File: src/permuterPkg.sv
package permuterPkg;

    // Producer lanes feeding the permuter
    localparam int numLanes = 2;

    // Per-lane batch buffer, 64 words
    localparam int laneAddrLog2 = 6;
    localparam int laneSlowMargin = 16;

    // Batch-size queue
    localparam int sizeFifoLog2 = 4;
    localparam int sizeFifoAlmostFull = 12;

    // Permuter input FIFO
    localparam int inputFifoLog2 = 5;
    localparam int inputFifoSlowLevel = 16;

    // Pipeline latencies in cycles
    localparam int bufferReadLatency = 2;
    localparam int permuterLatency = 2;

    // Truth table of a 7-variable function
    typedef logic [127:0] botT;

    // Bit 5 is ABC down to bit 0 which is CBA
    typedef logic [5:0] permMaskT;

    typedef logic [5:0] batchSizeT;

    typedef logic [numLanes-1:0] laneMaskT;

    typedef enum logic {
        idle,
        issuing
    } permStateT;

endpackage

File: src/batchScheduler.sv
interface botStreamIf;
    logic                  write;
    permuterPkg::botT      bot;
    permuterPkg::permMaskT mask;
    logic                  batchDone;
    logic                  slowDown;

    modport source (
        output write,
        output bot,
        output mask,
        output batchDone,
        input  slowDown
    );

    modport sink (
        input  write,
        input  bot,
        input  mask,
        input  batchDone,
        output slowDown
    );
endinterface


File: src/syncFifo.sv
module syncFifo #(
    parameter int WIDTH = 8,
    parameter int DEPTH_LOG2 = 4
) (
    input  logic                  clk,
    input  logic                  rst,
    input  logic                  writeEnable,
    input  logic [WIDTH-1:0]      dataIn,
    input  logic                  readEnable,
    output logic [WIDTH-1:0]      dataOut,
    output logic                  empty,
    output logic [DEPTH_LOG2:0]   usedw
);

    logic [WIDTH-1:0] mem [1 << DEPTH_LOG2];
    logic [DEPTH_LOG2-1:0] writePtr;
    logic [DEPTH_LOG2-1:0] readPtr;

    always_ff @(posedge clk) begin
        if (rst) begin
            writePtr <= '0;
            readPtr <= '0;
            usedw <= '0;
        end else begin
            if (writeEnable) begin
                writePtr <= writePtr + 1'b1;
            end
            if (readEnable) begin
                readPtr <= readPtr + 1'b1;
            end
            case ({writeEnable, readEnable})
                2'b10: usedw <= usedw + 1'b1;
                2'b01: usedw <= usedw - 1'b1;
                default: usedw <= usedw;
            endcase
        end
    end

    always_ff @(posedge clk) begin
        if (writeEnable) begin
            mem[writePtr] <= dataIn;
        end
    end

    // Head word is shown without a read request
    assign dataOut = mem[readPtr];
    assign empty = (usedw == '0);

    // Top bit of the count is set only when full
    assert property (@(posedge clk) disable iff (rst) writeEnable |-> !usedw[DEPTH_LOG2])
        else $error("syncFifo: write while full");

    assert property (@(posedge clk) disable iff (rst) readEnable |-> !empty)
        else $error("syncFifo: read while empty");

endmodule

File: src/botPermuter.sv
module botPermuter (
    input  logic                  clk,
    input  logic                  rst,
    input  logic                  start,
    input  permuterPkg::botT      botIn,
    input  permuterPkg::permMaskT maskIn,
    output logic                  done,
    output logic                  permutedBotValid,
    output permuterPkg::botT      permutedBot
);

    permuterPkg::permStateT state;
    permuterPkg::botT curBot;
    permuterPkg::permMaskT pending;
    logic [2:0] selIdx;
    logic lastBit;

    // Rearranges index bits A=6, B=5, C=4 of every truth table entry
    function automatic permuterPkg::botT permuteBot(
        input permuterPkg::botT b,
        input logic [2:0] sel
    );
        permuterPkg::botT r;
        logic [6:0] src;
        r = '0;
        for (int i = 0; i < $bits(permuterPkg::botT); i++) begin
            src = 7'(i);
            case (sel)
                3'd4: src[6:4] = {src[6], src[4], src[5]};
                3'd3: src[6:4] = {src[5], src[6], src[4]};
                3'd2: src[6:4] = {src[5], src[4], src[6]};
                3'd1: src[6:4] = {src[4], src[6], src[5]};
                3'd0: src[6:4] = {src[4], src[5], src[6]};
                default: src[6:4] = src[6:4];
            endcase
            r[i] = b[src];
        end
        return r;
    endfunction

    // Highest pending bit goes first
    always_comb begin
        selIdx = '0;
        for (int k = 0; k < $bits(permuterPkg::permMaskT); k++) begin
            if (pending[k]) begin
                selIdx = 3'(k);
            end
        end
    end

    assign lastBit = (pending & (pending - 1'b1)) == '0;
    assign done = (state == permuterPkg::idle) || lastBit;

    always_ff @(posedge clk) begin
        if (rst) begin
            state <= permuterPkg::idle;
            pending <= '0;
            permutedBotValid <= 1'b0;
        end else begin
            permutedBotValid <= (state == permuterPkg::issuing);
            if (start) begin
                pending <= maskIn;
            end else if (state == permuterPkg::issuing) begin
                pending <= pending & ~(permuterPkg::permMaskT'(1) << selIdx);
            end
            // A batchDone word carries no mask and leaves the generator idle
            if (done) begin
                state <= (start && maskIn != '0) ? permuterPkg::issuing : permuterPkg::idle;
            end
        end
    end

    always_ff @(posedge clk) begin
        if (start) begin
            curBot <= botIn;
        end
        if (state == permuterPkg::issuing) begin
            permutedBot <= permuteBot(curBot, selIdx);
        end
    end

    assert property (@(posedge clk) disable iff (rst) start |-> done)
        else $error("botPermuter: start while still issuing");

endmodule

File: src/botPermuterWithFifo.sv
module botPermuterWithFifo (
    input  logic             clk,
    input  logic             rst,
    botStreamIf.sink         stream,
    input  logic             requestSlowDown,
    output permuterPkg::botT permutedBot,
    output logic             permutedBotValid,
    output logic             batchFinished
);

    permuterPkg::botT headBot;
    permuterPkg::permMaskT headMask;
    logic headDone;
    logic fifoEmpty;
    logic [permuterPkg::inputFifoLog2:0] fifoUsed;
    logic permuterDone;
    logic grab;
    logic [permuterPkg::permuterLatency-1:0] finishPipe;

    // Slow-down only holds back new bots, one in progress runs to the end
    assign grab = permuterDone && !fifoEmpty && !requestSlowDown;

    syncFifo #(
        .WIDTH($bits(permuterPkg::botT) + $bits(permuterPkg::permMaskT) + 1),
        .DEPTH_LOG2(permuterPkg::inputFifoLog2)
    ) i_inputFifo (
        .clk(clk),
        .rst(rst),
        .writeEnable(stream.write),
        .dataIn({stream.bot, stream.mask, stream.batchDone}),
        .readEnable(grab),
        .dataOut({headBot, headMask, headDone}),
        .empty(fifoEmpty),
        .usedw(fifoUsed)
    );

    always_ff @(posedge clk) begin
        if (rst) begin
            stream.slowDown <= 1'b0;
            finishPipe <= '0;
        end else begin
            // Level leaves room for words still in the buffer read pipeline
            stream.slowDown <= fifoUsed >= permuterPkg::inputFifoSlowLevel;
            finishPipe <= {finishPipe[permuterPkg::permuterLatency-2:0], grab && headDone};
        end
    end

    // Lines up with the generator latency
    assign batchFinished = finishPipe[permuterPkg::permuterLatency-1];

    botPermuter i_botPermuter (
        .clk(clk),
        .rst(rst),
        .start(grab),
        .botIn(headBot),
        .maskIn(headMask),
        .done(permuterDone),
        .permutedBotValid(permutedBotValid),
        .permutedBot(permutedBot)
    );

endmodule

File: src/flat_wrapper.sv
// flat-port wrapper written by rule: the top's interface ports become plain ports
module botPermuterWithFifo_flat 
  (clk, rst, requestSlowDown, permutedBot, permutedBotValid, batchFinished, stream_write, stream_bot, stream_mask, stream_batchDone, stream_slowDown);
  botStreamIf stream_i ();
  input  logic clk;
  input  logic rst;
  input  logic requestSlowDown;
  output permuterPkg::botT permutedBot;
  output logic permutedBotValid;
  output logic batchFinished;
  input wire logic [$bits(stream_i.write)-1:0] stream_write;
  input wire logic [$bits(stream_i.bot)-1:0] stream_bot;
  input wire logic [$bits(stream_i.mask)-1:0] stream_mask;
  input wire logic [$bits(stream_i.batchDone)-1:0] stream_batchDone;
  output wire logic [$bits(stream_i.slowDown)-1:0] stream_slowDown;
  assign stream_i.write = stream_write;
  assign stream_i.bot = stream_bot;
  assign stream_i.mask = stream_mask;
  assign stream_i.batchDone = stream_batchDone;
  assign stream_slowDown = stream_i.slowDown;
  botPermuterWithFifo u_core (.clk(clk), .rst(rst), .stream(stream_i), .requestSlowDown(requestSlowDown), .permutedBot(permutedBot), .permutedBotValid(permutedBotValid), .batchFinished(batchFinished));
endmodule
File: config.mk
export PLATFORM = sky130hd
export DESIGN_NAME = botPermuterWithFifo_flat
export DESIGN_NICKNAME = d
export VERILOG_FILES = /design/src/permuterPkg.sv /design/src/batchScheduler.sv /design/src/syncFifo.sv /design/src/botPermuter.sv /design/src/botPermuterWithFifo.sv /design/src/flat_wrapper.sv
export SDC_FILE = /design/constraint.sdc
export NUM_CORES = 2
export LEC_CHECK = 0
export BUFFER_PORTS_ARGS = -buffer_cell sky130_fd_sc_hd__buf_2
export CAP_MARGIN = 20
export CORE_MARGIN = 2
export CORE_UTILIZATION = 60
export CTS_BUF_LIST = sky130_fd_sc_hd__clkbuf_16
export CTS_CLUSTER_DIAMETER = 120
export DETAILED_ROUTE_END_ITERATION = 10
export PLACE_DENSITY = 0.74
export SLEW_MARGIN = 0
export SYNTH_ARGS = -nofsm -noshare
export SYNTH_HDL_FRONTEND = slang
export SYNTH_MEMORY_MAX_BITS = 65536
export SYNTH_SLANG_ARGS = --single-unit
File: constraint.sdc
create_clock -name clk -period 21 [get_ports clk]
set_clock_uncertainty 0.05 [all_clocks]
set_input_delay 0 -clock clk [delete_from_list [all_inputs] [get_ports clk]]
set_output_delay 0 -clock clk [all_outputs]
set_load 0.005 [all_outputs]
==> impl_metrics.toml <==
[synthesis]
synth_edf_count = 4576
synth.most_common_cell = "edfxtp_1"
synth.area.top_cells = "edfxtp_1, mux4_2, mux2_2"
synth_cells = 7001
synth_flop_cell = "edfxtp_1"
synthDistinctLibCells = 52
yosys_warnings = 0
syn-num-nets = 7148
ys_top_cells_by_count = "edfxtp_1, mux4_2, clkbuf_1, mux2_2, buf_2"
postSynth.asyncResetShare = 0
netlist_area_um2 = 175000
syn_area_per_cell_um2 = 24.9
ys_seq_elements = 4608
ys_seq_area_frac = 0.791
yosysTopAreaCell = "edfxtp_1"
synth.top_cell.area_share = 0.787

[cts]
cts_setup_buffers = 0
root_buffer = "clkbuf_16"
cts.sinks = 4608
tritoncts = "built"
numCtsBuffers = 446
clock_latency_ps = 990
htree_levels = 5
clk_pin_slew_ps = 60
clock_path_buffers = 4
cts_resized = 0

[timing]
finalSetupViolations = 0
timing.setup.tns_ps = 0
period_share = 0.333
slew_violations = 0
finalWorstSetupSlack_ps = 14010
fin_hold_ws_ps = 35.5
tightest_slew_ps = 1250
relSlewSlack = 0.164
period_needed_ps = 6990
clock.fmax_ghz = 0.143
finalHoldViolCount = 0
grt_setup_unrepaired = "no"

[pwr]
powerDensity_nw_per_um2 = 118
power.total_mw = 23.3
power_leakage_nw = 61.1
ir_drop_mv = 0.112

[floorplan]
dieWidth_um = 543
initial_core_util = 0.602
die_y_um = 543
num_io_pins = 270
rows = 198
die_area_um2 = 295000
core_um2 = 290000

[outcome]
status = "finished, final reports clean"

[setup_path]
critPathKind = "register to register"
crit_fanout = 48
crit_path_cell_trace = "buf_4 -> buf_4 -> buf_4 -> buf_4 -> buf_4 -> mux4_2 -> mux4_2 -> mux2_2"
rrSetupSlack_ps = 14010
end_kind = "register"
critical_path.most_common_cell = "buf_4"
cp_slowest_cell = "dfxtp_4"
worstPathRequired_ps = 21660
cp.arrival_ps = 7640
cpPeakStageDelay_ps = 920
startpoint_type = "register"

[global_route]
grt.met1_usage = 0.424
antenna_found_initial = 58
busiest_layer = "met2"
grt_use_met3 = 0.0610
grt_pass1_vias = 83964
grt_first_pass_wirelength_um = 638000
grt_max_degree = 157
grt.total_usage = 0.312
met2_usage = 0.506
overflow = 0

[placed_design]
portBuffers = 269
placed_area_um2 = 181000
dp.cells = 10975
place_hpwl_um = 214000
place_congestion = 0.811
pre_cts_ws_ps = 13860

[finish]
final_cells = 11986
final_util = 0.681
drive_gt1_frac = 0.322
final_nets = 7841
design_area_um2 = 198000
area_delta_synth_final_pct = 13.2

[detailed_routing]
drtIter0Drc = 12932
totalWireLength_um = 459000
vias_per_cell = 7.02
vias = 84201
ant_nets = 0
drcViolationCount = 0
drt_first_pass_iters = 6
wl_per_cell_um = 38.3

[run]
drv_cap = 0

[min_path]
hp-class = "input port to register"
## sequential cells by signal, indices dropped and copies added (netlist names), named ones only
name and flops:
u_core.i_botPermuter.permutedBot 128, u_core.i_botPermuter.curBot 128, u_core.i_inputFifo.mem 4320, u_core.i_botPermuter.state 1
u_core.i_inputFifo.usedw 6, u_core.finishPipe 2, u_core.i_inputFifo.readPtr 5, u_core.stream.slowDown 1
u_core.i_botPermuter.pending 6, u_core.i_inputFifo.writePtr 5, u_core.i_botPermuter.permutedBotValid 1
## routing by layer
metal / vias up / routed length (µm)
li1: 31768 / -
met1: 45105 / 160000
met2: 6200 / 228000
met3: 1076 / 50100
met4: 52 / 20300
met5: - / 355
## cell type report
| type | instances | area [µm²] |
|---|---|---|
| diodes | 19 | 47.5 |
| clock buffers | 450 | 11300 |
| clock inverters | 371 | 3480 |
| fillers | 16653 | 92500 |
| inverters | 10 | 45.0 |
| multi-input cells | 2018 | 35100 |
| flip-flops and latches | 4608 | 138000 |
| well taps | 3900 | 4880 |
| repair buffers | 610 | 4740 |
## power breakdown
part	switching [mW]	internal, mW
sequential	0.387	10.6
combinational	2.15	2.14
clock	3.44	4.64
## final timing paths
kind | cells past startpoint | endpoint | from
max reg2reg | 8 | u_core.i_botPermuter.curBot[121] | register
min reg2reg | 0 | u_core.i_botPermuter.permutedBot[11] | u_core.i_botPermuter.curBot[11]
min | 2 | u_core.i_inputFifo.mem[4][132] | stream_bot[125]
max | 8 | u_core.i_botPermuter.curBot[121] | register
## logic make-up (layout without fill, tap and decap cells)
| group | after synthesis | after routing | synth area share |
|---|---|---|---|
| simple gates | 230 | 230 | 0.00575 |
| other cells | 0 | 19 | 0 |
| mux | 1569 | 1569 | 0.186 |
| xor+xnor | 8 | 8 | 0.000402 |
| flops | 4608 | 4608 | 0.791 |
| fa+ha+maj | 9 | 9 | 0.000631 |
| buf+inv | 375 | 1441 | 0.00933 |
| compound gates | 202 | 202 | 0.00704 |
## worst max-delay path: cells and delay by family, from the launching register on
family,cells,cell delay [ps]
muxes,3,1400
DFF,1,920
buffers and inverters,5,4080
## layout by cell type, fill, tap and decap left out, drive strengths merged, types with 9 or more instances in the layout
master / Yosys / layout
nand2: 105 / 105
mux4: 1323 / 1323
o21ai: 96 / 96
mux2i: 114 / 114
diode: 0 / 19
nand3: 13 / 13
mux2: 132 / 132
buf: 182 / 443
edfxtp: 4576 / 4576
nor2: 64 / 64
or2: 9 / 9
dlygate4sd3: 0 / 167
a21oi: 28 / 28
clkinv: 1 / 203
o221ai: 14 / 14
bufinv: 0 / 61
inv: 9 / 99
clkbuf: 183 / 450
o22ai: 22 / 22
a22oi: 9 / 9
dfxtp: 32 / 32
clkinvlp: 0 / 18
## repair_timing
item / in CTS / in global routing
setup endpoints to repair: 0 / 0
hold buffers: 167 / 0
endpoints found under the hold margin: 4352 / 0
Power figures use the tool's default switching activity.
