## src/permuterPkg.sv

```systemverilog
package permuterPkg;

    // Producer lanes feeding the permuter
    localparam int numLanes = 2;

    // Per-lane batch buffer, 64 words
    localparam int laneAddrLog2 = 6;
    localparam int laneSlowMargin = 16;

    // Batch-size queue
    localparam int sizeFifoLog2 = 4;
    localparam int sizeFifoAlmostFull = 12;

    // Permuter input FIFO
    localparam int inputFifoLog2 = 5;
    localparam int inputFifoSlowLevel = 16;

    // Pipeline latencies in cycles
    localparam int bufferReadLatency = 2;
    localparam int permuterLatency = 2;

    // Truth table of a 7-variable function
    typedef logic [127:0] botT;

    // Bit 5 is ABC down to bit 0 which is CBA
    typedef logic [5:0] permMaskT;

    typedef logic [5:0] batchSizeT;

    typedef logic [numLanes-1:0] laneMaskT;

    typedef enum logic {
        idle,
        issuing
    } permStateT;

endpackage

```

## src/batchScheduler.sv

```systemverilog
interface botStreamIf;
    logic                  write;
    permuterPkg::botT      bot;
    permuterPkg::permMaskT mask;
    logic                  batchDone;
    logic                  slowDown;

    modport source (
        output write,
        output bot,
        output mask,
        output batchDone,
        input  slowDown
    );

    modport sink (
        input  write,
        input  bot,
        input  mask,
        input  batchDone,
        output slowDown
    );
endinterface

module batchScheduler (
    input  logic                   clk,
    input  logic                   rst,
    input  permuterPkg::laneMaskT  batchesDone,
    input  permuterPkg::batchSizeT batchSizes [permuterPkg::numLanes],
    output permuterPkg::laneMaskT  readLanes,
    input  permuterPkg::botT       laneBots [permuterPkg::numLanes],
    input  permuterPkg::permMaskT  laneMasks [permuterPkg::numLanes],
    input  permuterPkg::laneMaskT  laneSlowDowns,
    output permuterPkg::laneMaskT  slowDownInputs,
    botStreamIf.source             stream
);

    permuterPkg::batchSizeT closeSize;
    permuterPkg::batchSizeT headSize;
    permuterPkg::laneMaskT headLane;
    logic queueEmpty;
    logic [permuterPkg::sizeFifoLog2:0] queueUsed;
    logic queueAlmostFull;
    permuterPkg::batchSizeT remaining;
    permuterPkg::laneMaskT activeLane;
    logic batchIdle;
    logic startBatch;
    logic pushRead;
    logic wasActive;
    permuterPkg::laneMaskT arrivePipe [permuterPkg::bufferReadLatency];
    logic [permuterPkg::bufferReadLatency-1:0] endPipe;

    always_comb begin
        closeSize = '0;
        for (int l = 0; l < permuterPkg::numLanes; l++) begin
            closeSize = closeSize | (batchesDone[l] ? batchSizes[l] : '0);
        end
    end

    // Records are {size, one-hot origin lane} in close order
    syncFifo #(
        .WIDTH($bits(permuterPkg::batchSizeT) + permuterPkg::numLanes),
        .DEPTH_LOG2(permuterPkg::sizeFifoLog2)
    ) i_sizeQueue (
        .clk(clk),
        .rst(rst),
        .writeEnable(|batchesDone),
        .dataIn({closeSize, batchesDone}),
        .readEnable(startBatch),
        .dataOut({headSize, headLane}),
        .empty(queueEmpty),
        .usedw(queueUsed)
    );

    assign batchIdle = (remaining == '0);
    assign startBatch = batchIdle && !queueEmpty;
    assign pushRead = !batchIdle && !stream.slowDown;
    assign readLanes = pushRead ? activeLane : '0;

    // A full size queue holds back every lane
    assign slowDownInputs = queueAlmostFull ? '1 : laneSlowDowns;

    always_ff @(posedge clk) begin
        if (rst) begin
            queueAlmostFull <= 1'b0;
            remaining <= '0;
            activeLane <= '0;
            wasActive <= 1'b0;
        end else begin
            queueAlmostFull <= queueUsed >= permuterPkg::sizeFifoAlmostFull;
            wasActive <= !batchIdle || startBatch;
            if (startBatch) begin
                remaining <= headSize;
                activeLane <= headLane;
            end else if (pushRead) begin
                remaining <= remaining - 1'b1;
            end
        end
    end

    // Lane of each read follows the data through the buffer latency
    always_ff @(posedge clk) begin
        if (rst) begin
            for (int k = 0; k < permuterPkg::bufferReadLatency; k++) begin
                arrivePipe[k] <= '0;
            end
            endPipe <= '0;
        end else begin
            arrivePipe[0] <= readLanes;
            for (int k = 1; k < permuterPkg::bufferReadLatency; k++) begin
                arrivePipe[k] <= arrivePipe[k-1];
            end
            endPipe <= {endPipe[permuterPkg::bufferReadLatency-2:0], wasActive && batchIdle};
        end
    end

    // Nothing selected on a batchDone word, so bot and mask stay zero
    always_comb begin
        stream.bot = '0;
        stream.mask = '0;
        for (int l = 0; l < permuterPkg::numLanes; l++) begin
            if (arrivePipe[permuterPkg::bufferReadLatency-1][l]) begin
                stream.bot = stream.bot | laneBots[l];
                stream.mask = stream.mask | laneMasks[l];
            end
        end
    end

    assign stream.batchDone = endPipe[permuterPkg::bufferReadLatency-1];
    assign stream.write = |arrivePipe[permuterPkg::bufferReadLatency-1] || stream.batchDone;

    // Size selection above relies on lanes closing in distinct cycles
    assert property (@(posedge clk) disable iff (rst) $onehot0(batchesDone))
        else $error("batchScheduler: two lanes closed a batch in one cycle");

endmodule

```

## src/syncFifo.sv

```systemverilog
module syncFifo #(
    parameter int WIDTH = 8,
    parameter int DEPTH_LOG2 = 4
) (
    input  logic                  clk,
    input  logic                  rst,
    input  logic                  writeEnable,
    input  logic [WIDTH-1:0]      dataIn,
    input  logic                  readEnable,
    output logic [WIDTH-1:0]      dataOut,
    output logic                  empty,
    output logic [DEPTH_LOG2:0]   usedw
);

    logic [WIDTH-1:0] mem [1 << DEPTH_LOG2];
    logic [DEPTH_LOG2-1:0] writePtr;
    logic [DEPTH_LOG2-1:0] readPtr;

    always_ff @(posedge clk) begin
        if (rst) begin
            writePtr <= '0;
            readPtr <= '0;
            usedw <= '0;
        end else begin
            if (writeEnable) begin
                writePtr <= writePtr + 1'b1;
            end
            if (readEnable) begin
                readPtr <= readPtr + 1'b1;
            end
            case ({writeEnable, readEnable})
                2'b10: usedw <= usedw + 1'b1;
                2'b01: usedw <= usedw - 1'b1;
                default: usedw <= usedw;
            endcase
        end
    end

    always_ff @(posedge clk) begin
        if (writeEnable) begin
            mem[writePtr] <= dataIn;
        end
    end

    // Head word is shown without a read request
    assign dataOut = mem[readPtr];
    assign empty = (usedw == '0);

    // Top bit of the count is set only when full
    assert property (@(posedge clk) disable iff (rst) writeEnable |-> !usedw[DEPTH_LOG2])
        else $error("syncFifo: write while full");

    assert property (@(posedge clk) disable iff (rst) readEnable |-> !empty)
        else $error("syncFifo: read while empty");

endmodule

```

## src/flat_wrapper.sv

```systemverilog
// flat-port wrapper written by rule: the top's interface ports become plain ports
module batchScheduler_flat 
  (clk, rst, batchesDone, batchSizes, readLanes, laneBots, laneMasks, laneSlowDowns, slowDownInputs, stream_write, stream_bot, stream_mask, stream_batchDone, stream_slowDown);
  botStreamIf stream_i ();
  input  logic clk;
  input  logic rst;
  input  permuterPkg::laneMaskT batchesDone;
  input  permuterPkg::batchSizeT batchSizes[permuterPkg::numLanes];
  output permuterPkg::laneMaskT readLanes;
  input  permuterPkg::botT laneBots[permuterPkg::numLanes];
  input  permuterPkg::permMaskT laneMasks[permuterPkg::numLanes];
  input  permuterPkg::laneMaskT laneSlowDowns;
  output permuterPkg::laneMaskT slowDownInputs;
  output wire logic [$bits(stream_i.write)-1:0] stream_write;
  output wire logic [$bits(stream_i.bot)-1:0] stream_bot;
  output wire logic [$bits(stream_i.mask)-1:0] stream_mask;
  output wire logic [$bits(stream_i.batchDone)-1:0] stream_batchDone;
  input wire logic [$bits(stream_i.slowDown)-1:0] stream_slowDown;
  assign stream_write = stream_i.write;
  assign stream_bot = stream_i.bot;
  assign stream_mask = stream_i.mask;
  assign stream_batchDone = stream_i.batchDone;
  assign stream_i.slowDown = stream_slowDown;
  batchScheduler u_core (.clk(clk), .rst(rst), .batchesDone(batchesDone), .batchSizes(batchSizes), .readLanes(readLanes), .laneBots(laneBots), .laneMasks(laneMasks), .laneSlowDowns(laneSlowDowns), .slowDownInputs(slowDownInputs), .stream(stream_i));
endmodule
```

## config.mk

```make
export PLATFORM = sky130hd
export DESIGN_NAME = batchScheduler_flat
export DESIGN_NICKNAME = d
export VERILOG_FILES = /design/src/permuterPkg.sv /design/src/batchScheduler.sv /design/src/syncFifo.sv /design/src/flat_wrapper.sv
export SDC_FILE = /design/constraint.sdc
export NUM_CORES = 1
export LEC_CHECK = 0
export ABC_AREA = 1
export ABC_CLOCK_PERIOD_IN_PS = 2450
export CORE_MARGIN = 3
export CORE_UTILIZATION = 30
export CTS_CLUSTER_SIZE = 16
export DETAILED_ROUTE_END_ITERATION = 10
export DONT_BUFFER_PORTS = 1
export PLACE_DENSITY_LB_ADDON = 0.2
export SLEW_MARGIN = 20
export SYNTH_ARGS = -nofsm -noshare
export SYNTH_HDL_FRONTEND = slang
export SYNTH_HIERARCHICAL = 1
export SYNTH_SLANG_ARGS = --single-unit
```

## constraint.sdc

```tcl
create_clock -name clk -period 2.45 [get_ports clk]
set_clock_uncertainty 0.05 [all_clocks]
set_input_delay 0.3675 -clock clk [delete_from_list [all_inputs] [get_ports clk]]
set_output_delay 0.3675 -clock clk [all_outputs]
set_load 0.05 [all_outputs]
```

==> results.json <==
{
  "clock-sinks": 161,
  "worstMarginPinSlew_ns": 0.6938,
  "multi_input_area_um2": 3142,
  "synth_top_family_by_area": "compound AO/OA/AOI/OAI gates",
  "post_drt_wl_per_cell_um": 34.40,
  "synth_compound_area_share_pct": 23.75,
  "die_area_um2": 29800,
  "synth_mux_area_share_pct": 0,
  "cap_violations": 0,
  "synth-simple-area-share_pct": 11.82,
  "leakage_nw": 4.074,
  "path_cells": "buf_12 -> a22o_1 -> buf_4",
  "grt_max_degree": 73,
  "ir_drop_v": 0.0005185,
  "die-height_um": 172.6,
  "track_usage_pct": 29.11,
  "power_switching_mw": 3.444,
  "seqCellArea_um2": 4517,
  "power_frac_comb_pct": 33.8,
  "fmax_mhz": 432.8,
  "period_minus_slack_ns": 2.310,
  "fin_nets": 1217,
  "initial_core_util_pct": 30.73,
  "crit_arrival_ns": 1.89,
  "clk_latency_ns": 0.42,
  "power_frac_seq_pct": 36.8,
  "avgSynthCellArea_um2": 10.13,
  "wl_met1_um": 15790,
  "worstPathRequired_ns": 2.03,
  "ioPinCount": 427,
  "clkSlewWorstSetupHoldPaths_ns": 0.06,
  "row_count": 60,
  "cp_slowest_cell": "dfxtp_4",
  "hpwl_um": 37180,
  "cts_tree": "done",
  "vias": 7013,
  "period_share_pct": 94.30,
  "area_growth_pct": 23.10,
  "critPathMaxStageDelay_ns": 0.52,
  "drt_iter0_markers": 593,
  "holdWs_ns": 0.05514,
  "route.detailed.drc": 0,
  "cts_buffers": 17,
  "synth_area_leaders": "edfxtp_1, a22o_1, dfxtp_1, inv_1, nand2_1",
  "final_cell_mix": "a22o_1, edfxtp_1, buf_4",
  "crit_type": "reg -> out",
  "synth_xor_area_share_pct": 0.5258,
  "synth-adder-area-share_pct": 1.502,
  "syn-cell-area_um2": 8329,
  "routabilityCongestion": 0.9336,
  "ys_seq_area_share_pct": 54.08,
  "topRoutingLayerUsed": "met5",
  "synth_cell_types": 31,
  "drtPass1Iterations": 5,
  "hold_class": "in -> reg",
  "syn_nets": 1119,
  "critPathMaxFanout": 59,
  "synth.largest_area_cell": "edfxtp_1",
  "clockPowerShare_pct": 29.4,
  "routed_wl_um": 45300,
  "critPathCaptureType": "output port",
  "core_um2": 27100,
  "relSlewSlack_pct": 53.75,
  "grt.overflow.total": 0,
  "wl_met2_um": 18720,
  "clock_path_buffers": 2,
  "slew_violations": 0,
  "viasPerCell": 5.325,
  "ys_warn_count": 6,
  "mostFrequentLayoutCell": "a22o_1",
  "fp.dieW_um": 172.6,
  "finalHoldViolations": 0,
  "fill_cells": 2707,
  "grt_pass1_vias": 6594,
  "drive_gt1_share_pct": 20.36,
  "cp-start-kind": "flop",
  "io_buffer_count": 0,
  "ant_nets": 0,
  "switching_share_pct": 38.06,
  "htreeDepth": 4,
  "setup_violations": 0,
  "grt_antenna_before_repair": 14,
  "grt_pass1_wl_um": 58480,
  "worst-path-buf-inv": 2,
  "met3_length_um": 9595,
  "synth_top_area_share_pct": 46.15,
  "synth_cells": 822,
  "root_buffer": "clkbuf_16",
  "ys_ff_latch": 161,
  "p_int_mw": 5.604,
  "status": "finished, final reports clean",
  "crit_family": "buffers and inverters",
  "total_power_mw": 9.048,
  "p_per_area_nw_per_um2": 882.4
}
==> layout make-up <==
type	count	area share [%]
clock inverter	15	1.525
sequential	161	44.05
clock buffer	17	4.149
tap	372	4.539
multi-input combinational	498	30.64
timing repair buffer	136	10.92
inverter	106	3.880
antenna	12	0.2929
==> kinds of logic (layout without fill, tap and decap cells) <==
family | after synthesis | count (layout)
compound gates | 263 | 263
simple gates | 220 | 220
buf+inv | 163 | 274
flops | 161 | 161
fa+ha+maj | 10 | 10
xor+xnor | 5 | 5
other cells | 0 | 12
==> synth_stat cells <==
| library cell | count |
|---|---|
| o21a_1 | 1 |
| o21ai_0 | 40 |
| buf_6 | 5 |
| o211ai_1 | 22 |
| buf_1 | 1 |
| ha_1 | 10 |
| nor3_1 | 3 |
| or2_2 | 3 |
| a21oi_1 | 46 |
| clkbuf_1 | 20 |
| nand2_4 | 2 |
| a22o_1 | 140 |
| nor2_2 | 2 |
| buf_2 | 29 |
| nor4_1 | 1 |
| nand3_2 | 1 |
| xor2_1 | 5 |
| a31oi_1 | 1 |
| o21bai_1 | 1 |
| edfxtp_1 | 128 |
| nand2_1 | 85 |
| dfxtp_1 | 33 |
| nor2_1 | 52 |
| nand3_1 | 63 |
| nor2_4 | 1 |
| o21ai_1 | 2 |
| inv_1 | 106 |
| o211ai_2 | 10 |
| nand4_4 | 1 |
| buf_4 | 2 |
| nand4_1 | 6 |
==> worst min-delay path: cells and delay by family <==
kind,cells,cell delay (ns)
AND/OR/NAND/NOR,1,0.05
buffers and inverters,1,0.03
AO/OA/AOI/OAI,1,0.03
==> per-layer routing <==
| layer | vias up | GRT usage (%) |
|---|---|---|
| met1 | 3332 | 30.73 |
| met5 | - | 0 |
| met4 | 4 | 8.550 |
| met2 | 443 | 42.01 |
| li1 | 3188 | - |
| met3 | 46 | 26.75 |
==> through the flow <==
step           util, %  setup TNS (ns)  std cells  setup WS (ns)  area (um2)
2_1_floorplan        -               0        822         0.1402        8329
3_3_place_gp     35.36               0       1268        0.04401        9583
3_5_place_dp     35.36               0       1268        0.01780        9583
4_1_cts          37.64               0       1303        0.07763       10200
5_1_grt          37.77      -0.0009086       1310     -0.0009086       10240
6_report         37.83               0       1317         0.1396       10250
==> power groups by stage <==
stage	Clock (mW)	Combinational, mW	Sequential, mW
CTS	2.70	3.02	3.33
global route	2.80	3.37	3.35
finish	2.66	3.06	3.33
global placement	0	2.99	3.38
floorplan	0	2.23	3.30
detailed placement	0	2.99	3.38
==> what timing repair did <==
action                                  CTS  global route
buffers inserted                          0             2
hold buffers                              3             0
hold endpoints to repair                 44             0
endpoints found under the setup margin    1             4
resized for setup                         1             4
pin swaps                                 0             1
gates cloned                              0             0
==> worst paths after layout <==
| path | endpoint | depth (start not counted) | slack (ns) | startpoint |
|---|---|---|---|---|
| min | u_core/i_sizeQueue/usedw[3]$_SDFFE_PP0P_ | 3 | 0.06 | rst |
| max | stream_bot[2] | 3 | 0.14 | u_core/arrivePipe[0][2]$_SDFF_PP0_ |
| min reg2reg | u_core/arrivePipe[0][3]$_SDFF_PP0_ | 2 | 0.35 | u_core/arrivePipe[0][1]$_SDFF_PP0_ |
| max reg2reg | u_core/i_sizeQueue/usedw[4]$_SDFFE_PP0P_ | 18 | 0.20 | u_core/i_sizeQueue/usedw[2]$_SDFFE_PP0P_ |
==> sequential cells by signal, summed over array words and instances, names as in the netlist, 2 cells and up, named ones only <==
register and cells:
u_core/i_sizeQueue/mem 128, u_core/remaining 6, u_core/i_sizeQueue/usedw 5, u_core/arrivePipe 4, u_core/i_sizeQueue/readPtr 4, u_core/i_sizeQueue/writePtr 4
u_core/activeLane 2, u_core/endPipe 2
Note: power is estimated with default switching activity, not from simulation.
